[config.mk]
export PLATFORM = sky130hd
export DESIGN_NAME = mtx_matrix_top
export DESIGN_NICKNAME = d
export VERILOG_FILES = /design/src/hdl/mtx_pkg.sv /design/src/hdl/mtx_addr_decode.sv /design/src/hdl/mtx_dphase_track.sv /design/src/hdl/mtx_master_sel.sv /design/src/hdl/mtx_matrix_top.sv
export SDC_FILE = /design/constraint.sdc
export NUM_CORES = 1
export LEC_CHECK = 0
export BUFFER_PORTS_ARGS = -buffer_cell sky130_fd_sc_hd__clkbuf_2
export CAP_MARGIN = 0
export CORE_AREA = 2 2 140 142
export DETAILED_ROUTE_END_ITERATION = 10
export DIE_AREA = 0 0 142 144
export SYNTH_ARGS = -nofsm -noshare
export SYNTH_HDL_FRONTEND = slang
export SYNTH_SLANG_ARGS = --single-unit
[constraint.sdc]
create_clock -name hclk -period 1.7 [get_ports hclk]
set_clock_uncertainty 0.1 [all_clocks]
set_input_delay 0.34 -clock hclk [delete_from_list [all_inputs] [get_ports hclk]]
set_output_delay 0.34 -clock hclk [all_outputs]
set_load 0.02 [all_outputs]
[src/hdl/mtx_pkg.sv]
// Bus field types, private peripheral region constant and default memory attribute encodings
package mtx_pkg;

   // --------------------------------------
   // Bus field types
   // --------------------------------------

   typedef logic [31:0] addr_t;   // AHB address
   typedef logic [31:0] data_t;   // Read or write data
   typedef logic [1:0]  size_t;   // 0 byte, 1 half, 2 word
   typedef logic [2:0]  scb_t;    // Shareable, cacheable, bufferable
   typedef logic [3:0]  prot_t;   // Cacheable, bufferable, privileged, data
   typedef logic [3:0]  region_t; // Top address nibble

   // --------------------------------------
   // Address map
   // --------------------------------------

   // Private peripheral bus sits at 0xE0000000 by default
   localparam region_t PPB_REGION_DEF = 4'hE;

   // --------------------------------------
   // Default memory attributes
   // --------------------------------------

   // Bit order is S, C, B
   localparam scb_t SCB_WT   = 3'b010; // Normal, cacheable write-through
   localparam scb_t SCB_WBWA = 3'b011; // Normal, write-back write-allocate
   localparam scb_t SCB_DEV  = 3'b001; // Device, bufferable only
   localparam scb_t SCB_SDEV = 3'b101; // Shareable device

   // HTRANS encodings used by the matrix
   localparam logic [1:0] HTRANS_IDLE   = 2'b00;
   localparam logic [1:0] HTRANS_NONSEQ = 2'b10;

endpackage

[src/hdl/mtx_addr_decode.sv]
// Address decode for PPB routing, default memory attributes, HPROT, HSIZE and HTRANS
`timescale 1ns/1ps

module mtx_addr_decode import mtx_pkg::*; #(
   parameter region_t PPB_REGION = PPB_REGION_DEF // Top nibble of the PPB
) (
   input  addr_t      ahb_addr_i,   // Selected address
   input  size_t      ahb_size_i,   // Selected size
   input  logic       ahb_priv_i,   // Selected privilege
   input  logic       ahb_dni_i,    // Selected data not fetch
   input  logic       cpu_trans_i,  // Core transfer, fetch-to-PPB already removed
   input  logic       dif_aphase_i, // Debug address phase
   input  logic       dsl_acc_ok_i, // Debug access permitted

   output logic [1:0] htrans_o,     // AHB HTRANS
   output prot_t      hprot_o,      // AHB HPROT
   output logic [2:0] hsize_o,      // AHB HSIZE
   output logic       shareable_o,  // Shareable attribute
   output logic       ppb_trans_o   // Transfer targets the PPB
);

   // --------------------------------------
   // Default memory map
   // --------------------------------------

   // Attributes from the top three address bits with no MPU
   // PPB space is strongly ordered, but it never reaches AHB
   function automatic scb_t dflt_scb(input logic [2:0] top3);
      scb_t scb;
      case (top3)
         3'd0:    scb = SCB_WT;   // Code
         3'd1:    scb = SCB_WBWA; // SRAM
         3'd2:    scb = SCB_DEV;  // Peripheral
         3'd3:    scb = SCB_WBWA; // External RAM, lower
         3'd4:    scb = SCB_WT;   // External RAM, upper
         3'd5:    scb = SCB_SDEV; // Shared device
         default: scb = SCB_DEV;  // External device and system, 6 and 7
      endcase
      return scb;
   endfunction

   scb_t    ahb_scb;    // Looked-up attribute
   region_t addr_rgn;   // Top nibble of the address
   logic    int_sel;    // Address hits the PPB
   logic    int_trans;  // Transfer may use internal space
   logic    ext_trans;  // Transfer may use the external bus

   // --------------------------------------
   // Region routing
   // --------------------------------------

   assign addr_rgn  = ahb_addr_i[31:28];
   assign int_sel   = (addr_rgn == PPB_REGION);

   // Debugger reaches the PPB only when allowed
   assign int_trans = cpu_trans_i | (dif_aphase_i & dsl_acc_ok_i);
   assign ext_trans = cpu_trans_i | dif_aphase_i;

   assign ppb_trans_o = int_trans & int_sel;

   // PPB transfers stay off the external bus
   assign htrans_o = (ext_trans & ~int_sel) ? HTRANS_NONSEQ : HTRANS_IDLE;

   // --------------------------------------
   // Transfer attributes
   // --------------------------------------

   assign ahb_scb     = dflt_scb(ahb_addr_i[31:29]);
   assign hprot_o     = {ahb_scb[1:0], ahb_priv_i, ahb_dni_i}; // C, B, priv, data
   assign shareable_o = ahb_scb[2];

   // Byte, half and word only
   assign hsize_o = {1'b0, ahb_size_i};

endmodule

[src/hdl/mtx_dphase_track.sv]
// Data-phase ownership registers, error steering, PPB write-data mask and debug read-data merge
`timescale 1ns/1ps

module mtx_dphase_track import mtx_pkg::*; (
   input  logic  hclk,             // AHB clock
   input  logic  hreset_n,         // Asynchronous reset, active low
   input  logic  hready_i,         // AHB ready, advances the pipeline
   input  logic  hresp_i,          // AHB error response

   // Address-phase view
   input  logic  cpu_trans_i,      // Core transfer this cycle
   input  logic  dif_aphase_i,     // Debug address phase this cycle
   input  logic  ppb_trans_i,      // PPB transfer this cycle
   input  logic  ahb_write_i,      // Selected write not read

   // Data
   input  data_t ahb_wdata_i,      // Merged write data
   input  data_t hrdata_i,         // External read data
   input  data_t scs_rdata_i,      // PPB read data, zero outside its dphase

   output logic  mtx_cpu_resp_o,   // Error to core
   output logic  mtx_dif_resp_o,   // Error to debugger
   output logic  mtx_ppb_active_o, // PPB data phase
   output logic  mtx_ppb_write_o,  // PPB data phase is a write
   output data_t mtx_ppb_wdata_o,  // Masked PPB write data
   output data_t mtx_dif_rdata_o   // Read data for debugger
);

   logic cpu_dphase_q;  // Core owns the data phase
   logic dif_dphase_q;  // Debugger owns the data phase
   logic ppb_active_q;  // Data phase targets the PPB
   logic ppb_write_q;   // PPB data phase writes
   logic ppb_wr_dp;     // PPB write in progress

   // --------------------------------------
   // Data-phase registers
   // --------------------------------------

   // Address phase moves into data phase on hready
   always_ff @(posedge hclk or negedge hreset_n) begin
      if (!hreset_n) begin
         cpu_dphase_q <= 1'b0;
         dif_dphase_q <= 1'b0;
         ppb_active_q <= 1'b0;
         ppb_write_q  <= 1'b0;
      end else if (hready_i) begin // Hold while the slave stalls
         cpu_dphase_q <= cpu_trans_i;
         dif_dphase_q <= dif_aphase_i;
         ppb_active_q <= ppb_trans_i;
         ppb_write_q  <= ppb_trans_i & ahb_write_i;
      end
   end

   // --------------------------------------
   // Error steering
   // --------------------------------------

   // Debug-initiated errors never reach the core, and the reverse
   assign mtx_cpu_resp_o = hresp_i & cpu_dphase_q;
   assign mtx_dif_resp_o = hresp_i & dif_dphase_q;

   // --------------------------------------
   // PPB data path
   // --------------------------------------

   assign mtx_ppb_active_o = ppb_active_q;
   assign mtx_ppb_write_o  = ppb_write_q;

   // PPB writes are rare; keep its data lines quiet otherwise
   assign ppb_wr_dp       = ppb_active_q & ppb_write_q;
   assign mtx_ppb_wdata_o = {32{ppb_wr_dp}} & ahb_wdata_i;

   // Bus read data is ignored during a PPB data phase
   assign mtx_dif_rdata_o = ({32{~ppb_active_q}} & hrdata_i) | scs_rdata_i;

endmodule

[src/hdl/mtx_master_sel.sv]
// Address-phase master selection between core and debugger, debug slot and write-data merge
`timescale 1ns/1ps

module mtx_master_sel import mtx_pkg::*; (
   // Core request
   input  logic  cpu_spec_htrans_i, // Core may start a transfer
   input  logic  cpu_dbg_stall_i,   // Core holds the debugger off
   input  addr_t cpu_haddr_i,       // Core address
   input  size_t cpu_hsize_i,       // Core size
   input  logic  cpu_hwrite_i,      // Core write not read
   input  logic  cpu_priv_i,        // Core privileged
   input  logic  cpu_dni_i,         // Core data not fetch
   input  data_t cpu_hwdata_i,      // Core write data, zero outside its dphase

   // Debugger request
   input  logic  dif_spec_trans_i,  // Debugger wants a slot
   input  logic  dif_aphase_i,      // Debugger owns this address phase
   input  addr_t dif_addr_i,        // Debugger address
   input  size_t dif_size_i,        // Debugger size
   input  logic  dif_write_i,       // Debugger write not read
   input  logic  dif_priv_i,        // Debugger privileged
   input  data_t dif_wdata_i,       // Debugger write data, zero outside its dphase

   // Selected address phase
   output addr_t ahb_addr_o,
   output size_t ahb_size_o,
   output logic  ahb_write_o,
   output logic  ahb_priv_o,
   output logic  ahb_dni_o,
   output data_t ahb_wdata_o,
   output logic  spec_htrans_o,     // Speculative HTRANS[1]
   output logic  dif_slot_o         // Slot granted to debugger
);

   // --------------------------------------
   // Debug slot
   // --------------------------------------

   // Debugger only gets cycles the core is not even speculating on
   assign dif_slot_o = dif_spec_trans_i & ~cpu_spec_htrans_i & ~cpu_dbg_stall_i;

   // Early strobe for read-invariant memories
   // May fire without a later HTRANS, which is the rare case
   assign spec_htrans_o = cpu_spec_htrans_i | dif_spec_trans_i;

   // --------------------------------------
   // Address-phase multiplexer
   // --------------------------------------

   assign ahb_addr_o  = dif_aphase_i ? dif_addr_i  : cpu_haddr_i;  // Debug overrides core
   assign ahb_size_o  = dif_aphase_i ? dif_size_i  : cpu_hsize_i;
   assign ahb_write_o = dif_aphase_i ? dif_write_i : cpu_hwrite_i;
   assign ahb_priv_o  = dif_aphase_i ? dif_priv_i  : cpu_priv_i;

   // Debugger accesses are always data
   assign ahb_dni_o   = dif_aphase_i ? 1'b1 : cpu_dni_i;

   // --------------------------------------
   // Write data
   // --------------------------------------

   // Each master drives zero outside its own data phase
   // so a plain OR merges them with no select
   assign ahb_wdata_o = cpu_hwdata_i | dif_wdata_i;

endmodule

[src/hdl/mtx_matrix_top.sv]
// Bus matrix top level joining core and debugger onto one AHB-Lite master port
`timescale 1ns/1ps

module mtx_matrix_top import mtx_pkg::*; #(
   parameter region_t PPB_REGION = PPB_REGION_DEF // PPB top nibble
) (
   input  logic       hclk,
   input  logic       hreset_n,

   // Core
   input  logic       cpu_spec_htrans_i,
   input  logic       cpu_dbg_stall_i,
   input  addr_t      cpu_haddr_i,
   input  size_t      cpu_hsize_i,
   input  logic       cpu_hwrite_i,
   input  logic       cpu_priv_i,
   input  logic       cpu_dni_i,
   input  data_t      cpu_hwdata_i,
   input  logic       cpu_trans_i,

   // Debugger
   input  logic       dif_spec_trans_i,
   input  logic       dif_aphase_i,
   input  addr_t      dif_addr_i,
   input  size_t      dif_size_i,
   input  logic       dif_write_i,
   input  logic       dif_priv_i,
   input  data_t      dif_wdata_i,
   input  logic       dsl_acc_ok_i,

   // AHB slave side and PPB
   input  logic       hready_i,
   input  logic       hresp_i,
   input  data_t      hrdata_i,
   input  data_t      scs_rdata_i,

   // AHB-Lite master port
   output addr_t      haddr_o,
   output logic [2:0] hsize_o,
   output logic       hwrite_o,
   output prot_t      hprot_o,
   output logic [1:0] htrans_o,
   output data_t      hwdata_o,
   output logic       hmaster_o,        // 0 core, 1 debugger
   output logic       shareable_o,
   output logic       spec_htrans_o,
   output logic       mtx_dif_slot_o,   // Slot free for debugger

   // Data-phase results
   output logic       mtx_cpu_resp_o,
   output logic       mtx_dif_resp_o,
   output logic       mtx_ppb_active_o,
   output logic       mtx_ppb_write_o,
   output data_t      mtx_ppb_wdata_o,
   output data_t      mtx_dif_rdata_o
);

   // --------------------------------------
   // Stage wires
   // --------------------------------------

   addr_t ahb_addr;
   size_t ahb_size;
   logic  ahb_write;
   logic  ahb_priv;
   logic  ahb_dni;
   data_t ahb_wdata;
   logic  dif_slot;
   logic  ppb_trans;

   assign haddr_o        = ahb_addr;
   assign hwrite_o       = ahb_write;
   assign hwdata_o       = ahb_wdata;
   assign hmaster_o      = dif_slot;  // Slot owner is the bus master
   assign mtx_dif_slot_o = dif_slot;

   // Stage 1, master select
   mtx_master_sel u_master_sel (
      .cpu_spec_htrans_i (cpu_spec_htrans_i), .cpu_dbg_stall_i (cpu_dbg_stall_i),
      .cpu_haddr_i       (cpu_haddr_i),       .cpu_hsize_i     (cpu_hsize_i),
      .cpu_hwrite_i      (cpu_hwrite_i),      .cpu_priv_i      (cpu_priv_i),
      .cpu_dni_i         (cpu_dni_i),         .cpu_hwdata_i    (cpu_hwdata_i),
      .dif_spec_trans_i  (dif_spec_trans_i),  .dif_aphase_i    (dif_aphase_i),
      .dif_addr_i        (dif_addr_i),        .dif_size_i      (dif_size_i),
      .dif_write_i       (dif_write_i),       .dif_priv_i      (dif_priv_i),
      .dif_wdata_i       (dif_wdata_i),
      .ahb_addr_o        (ahb_addr),          .ahb_size_o      (ahb_size),
      .ahb_write_o       (ahb_write),         .ahb_priv_o      (ahb_priv),
      .ahb_dni_o         (ahb_dni),           .ahb_wdata_o     (ahb_wdata),
      .spec_htrans_o     (spec_htrans_o),     .dif_slot_o      (dif_slot)
   );

   // Stage 2, address decode
   mtx_addr_decode #(.PPB_REGION(PPB_REGION)) u_addr_decode (
      .ahb_addr_i   (ahb_addr),     .ahb_size_i   (ahb_size),
      .ahb_priv_i   (ahb_priv),     .ahb_dni_i    (ahb_dni),
      .cpu_trans_i  (cpu_trans_i),  .dif_aphase_i (dif_aphase_i),
      .dsl_acc_ok_i (dsl_acc_ok_i),
      .htrans_o     (htrans_o),     .hprot_o      (hprot_o),
      .hsize_o      (hsize_o),      .shareable_o  (shareable_o),
      .ppb_trans_o  (ppb_trans)
   );

   // Stage 3, data phase
   mtx_dphase_track u_dphase_track (
      .hclk             (hclk),             .hreset_n        (hreset_n),
      .hready_i         (hready_i),         .hresp_i         (hresp_i),
      .cpu_trans_i      (cpu_trans_i),      .dif_aphase_i    (dif_aphase_i),
      .ppb_trans_i      (ppb_trans),        .ahb_write_i     (ahb_write),
      .ahb_wdata_i      (ahb_wdata),        .hrdata_i        (hrdata_i),
      .scs_rdata_i      (scs_rdata_i),
      .mtx_cpu_resp_o   (mtx_cpu_resp_o),   .mtx_dif_resp_o  (mtx_dif_resp_o),
      .mtx_ppb_active_o (mtx_ppb_active_o), .mtx_ppb_write_o (mtx_ppb_write_o),
      .mtx_ppb_wdata_o  (mtx_ppb_wdata_o),  .mtx_dif_rdata_o (mtx_dif_rdata_o)
   );

endmodule

==> flow_metrics.py <==
metrics = {
    "run_status": {
        "status": "complete, but fails checks",
        "violations": "setup timing",
    },
    "timing": {
        "clock.fmax_mhz": 580,
        "setup_viol": 1,
        "tns_ns": -0.0228,
        "period_minus_slack_ns": 1.72,
        "drv_slew": 0,
        "finalHoldViolCount": 0,
        "setup_ws_ns": -0.0228,
        "post-route-period-util_pct": 101,
        "rsz0062_at_grt": "true",
    },
    "logic_synthesis": {
        "synth_seq_cells": 4,
        "synthFlopType": "dfrtp_1",
        "ys_types": 25,
        "ys_async_sr_fraction_pct": 100,
        "syn_avg_cell_area_um2": 7.86,
        "synth-compound-area-share_pct": 20.2,
        "synth_top_area_share_pct": 29.6,
        "netlist_top_cells_area": "mux2_2 (30%), a21o_1 (18%), or2_2 (15%), nor2b_1 (14%), dfrtp_1 (7.1%)",
        "synthSimpleGateAreaFrac_pct": 34.8,
        "syn_inst": 179,
        "synth_xor_area_share_pct": 0,
        "yosysSeqAreaShare_pct": 7.11,
        "synth_area_um2": 1410,
        "synth_edf_count": 0,
        "yosysTopAreaCell": "mux2_2",
        "synth_warnings": 0,
        "muxShareOfSynthArea_pct": 30.3,
        "synth_adder_area_share_pct": 0,
        "yosys-top-cells-count": "mux2_2 (37), or2_2 (34), a21o_1 (33)",
        "synth_top_family_by_area": "simple AND/OR/NAND/NOR gates",
        "synth_most_common_cell": "mux2_2",
    },
    "grt": {
        "grt_pass1_vias": 2367,
        "grt_pass1_wl_um": 13000,
        "grt_util_all_layers_pct": 8.48,
        "antenna_found_initial": 0,
        "grt_max_degree": 34,
        "grt-ovfl-total": 0,
    },
    "critical_path": {
        "critPathKind": "input pin to output port",
        "critPathCaptureType": "output port",
        "arrival_ns": 1.28,
        "path_max_fanout": 6,
        "critPathRequiredTime_ns": 1.26,
        "startpoint_type": "input pin",
    },
    "routing": {
        "postRouteWirelength_um": 10300,
        "vias_per_cell": 3.44,
        "vias": 2658,
        "route.detailed.drc": 0,
        "drtPass1Iterations": 4,
        "drt-wirelength-per-cell_um": 13.4,
        "ant_nets": 0,
        "drtIter0Drc": 29,
    },
    "power_and_ir_drop": {
        "p_leak_nw": 2.20,
        "pwr_density_cell_nw_per_um2": 369,
        "ir_drop_mv": 0.196,
    },
    "clock_tree": {
        "cts_tree": "yes",
        "clock_path_buffers": 2,
        "cts_buffers": 3,
        "clkTransAtPathRegs_ns": 0.03,
        "cts.sink_count": 4,
        "root_buffer": "clkbuf_16",
        "cts_htree_levels": 1,
        "clk_latency_ns": 0.22,
    },
    "job": {
        "maxCapViolCount": 0,
    },
    "cells_and_area": {
        "multi_input_area_um2": 1240,
        "fin_cells": 772,
        "syn_to_final_growth_pct": 167,
        "n_antenna_cell": 0,
        "final_nets": 747,
        "fill_cells": 2175,
        "drive_gt1_share_pct": 84.5,
        "regArea_um2": 101,
    },
    "die": {
        "core_um2": 19100,
        "die_h_um": 144,
        "ioPinCount": 357,
        "fp.dieArea_um2": 20400,
        "die_w_um": 142,
        "floorplan.initialDensity_pct": 7.38,
        "placementRows": 51,
    },
    "place": {
        "gp_congestion": 0.795,
        "place_ws_ns": -0.0722,
        "io_buffers": 354,
        "hpwlAfterDp_um": 9530,
        "placed_cells": 765,
    },
    "min_path": {
        "worstHoldPathType": "input pin to flop",
    },
}
-- logic make-up (layout without fill, tap and decap cells) --
| group | after synthesis | count (layout) |
|---|---|---|
| other | 1 | 2 |
| AND/OR/NAND/NOR | 79 | 79 |
| buffers and inverters | 19 | 373 |
| AO/OA/AOI/OAI | 38 | 38 |
| flip-flops | 4 | 4 |
| multiplexers | 38 | 38 |
-- report_power, final --
part	switching, mW	internal (mW)
Combinational	0.461	0.458
Clock	0.0604	0.300
Sequential	0.00386	0.102
Total	0.525	0.860
-- registers in the layout, indices dropped and copies added (netlist names) --
signal	count
u_dphase_track.mtx_ppb_write_o	1
u_dphase_track.cpu_dphase_q	1
u_dphase_track.dif_dphase_q	1
u_dphase_track.mtx_ppb_active_o	1
-- worst paths after layout --
check,startpoint,slack [ns],cells after the start,end
max,dif_aphase_i,-0.02,5,htrans_o[1]
min,hready_i,0.31,2,u_dphase_track.mtx_ppb_active_o
max in group asynchronous,hreset_n,0.95,2,u_dphase_track.mtx_ppb_active_o
min in group asynchronous,hreset_n,0.40,2,u_dphase_track.cpu_dphase_q
min reg2reg,u_dphase_track.cpu_dphase_q,0.41,1,u_dphase_track.cpu_dphase_q
max reg2reg,u_dphase_track.mtx_ppb_active_o,0.64,3,u_dphase_track.mtx_ppb_active_o
-- critical path, stage by stage --
cell	delay, ns
clkbuf_16	0.13
or3b_1	0.34
a22o_1	0.21
o21a_1	0.12
clkbuf_8	0.15
-- timing repair --
item | 4_1_cts | 5_1_grt
cloned | 0 | 2
pin swaps | 1 | 0
setup buffers | 1 | 0
gates resized for setup | 11 | 50
hold buffers | 1 | 0
endpoints found under the setup margin | 18 | 32
hold endpoints to repair | 4 | 0
-- layer usage --
layer  vias up  GRT usage (%)  share of wire [%]
li1       1316              -                  -
met1      1141           9.64                 38
met2       199           16.7                 52
met3         2           1.69                9.4
met4         0          0.947               0.24
met5         -              0                  0
-- area by class of cell --
| class | instances | share of cell area (%) |
|---|---|---|
| Sequential cell | 4 | 2.70 |
| Inverter | 3 | 0.433 |
| Timing Repair Buffer | 367 | 53.9 |
| Clock buffer | 3 | 2.00 |
| Tap cell | 238 | 7.93 |
| Multi-Input combinational cell | 157 | 33.0 |
-- per-stage QoR --
stage	utilization [%]	cell area [um^2]	total power, mW	hold WS, ns
3_3_place_gp	18.4	3510	1.00	0.0575
4_1_cts	19.1	3640	1.38	0.316
2_1_floorplan	-	1410	0.565	-0.0556
5_1_grt	19.7	3760	1.47	0.334
3_5_place_dp	18.4	3510	1.01	0.0586
6_report	19.7	3760	1.39	0.307
-- layout by cell type, fill, tap and decap left out, types with 4 or more instances in the layout --
master       n
buf_2       13
nor2b_1     24
buf_4       14
mux2_2      37
a21o_1      33
nor2b_2      6
buf_12       4
clkbuf_16    6
or2_2       34
clkbuf_2   326
(Power assumes the default switching activity.)
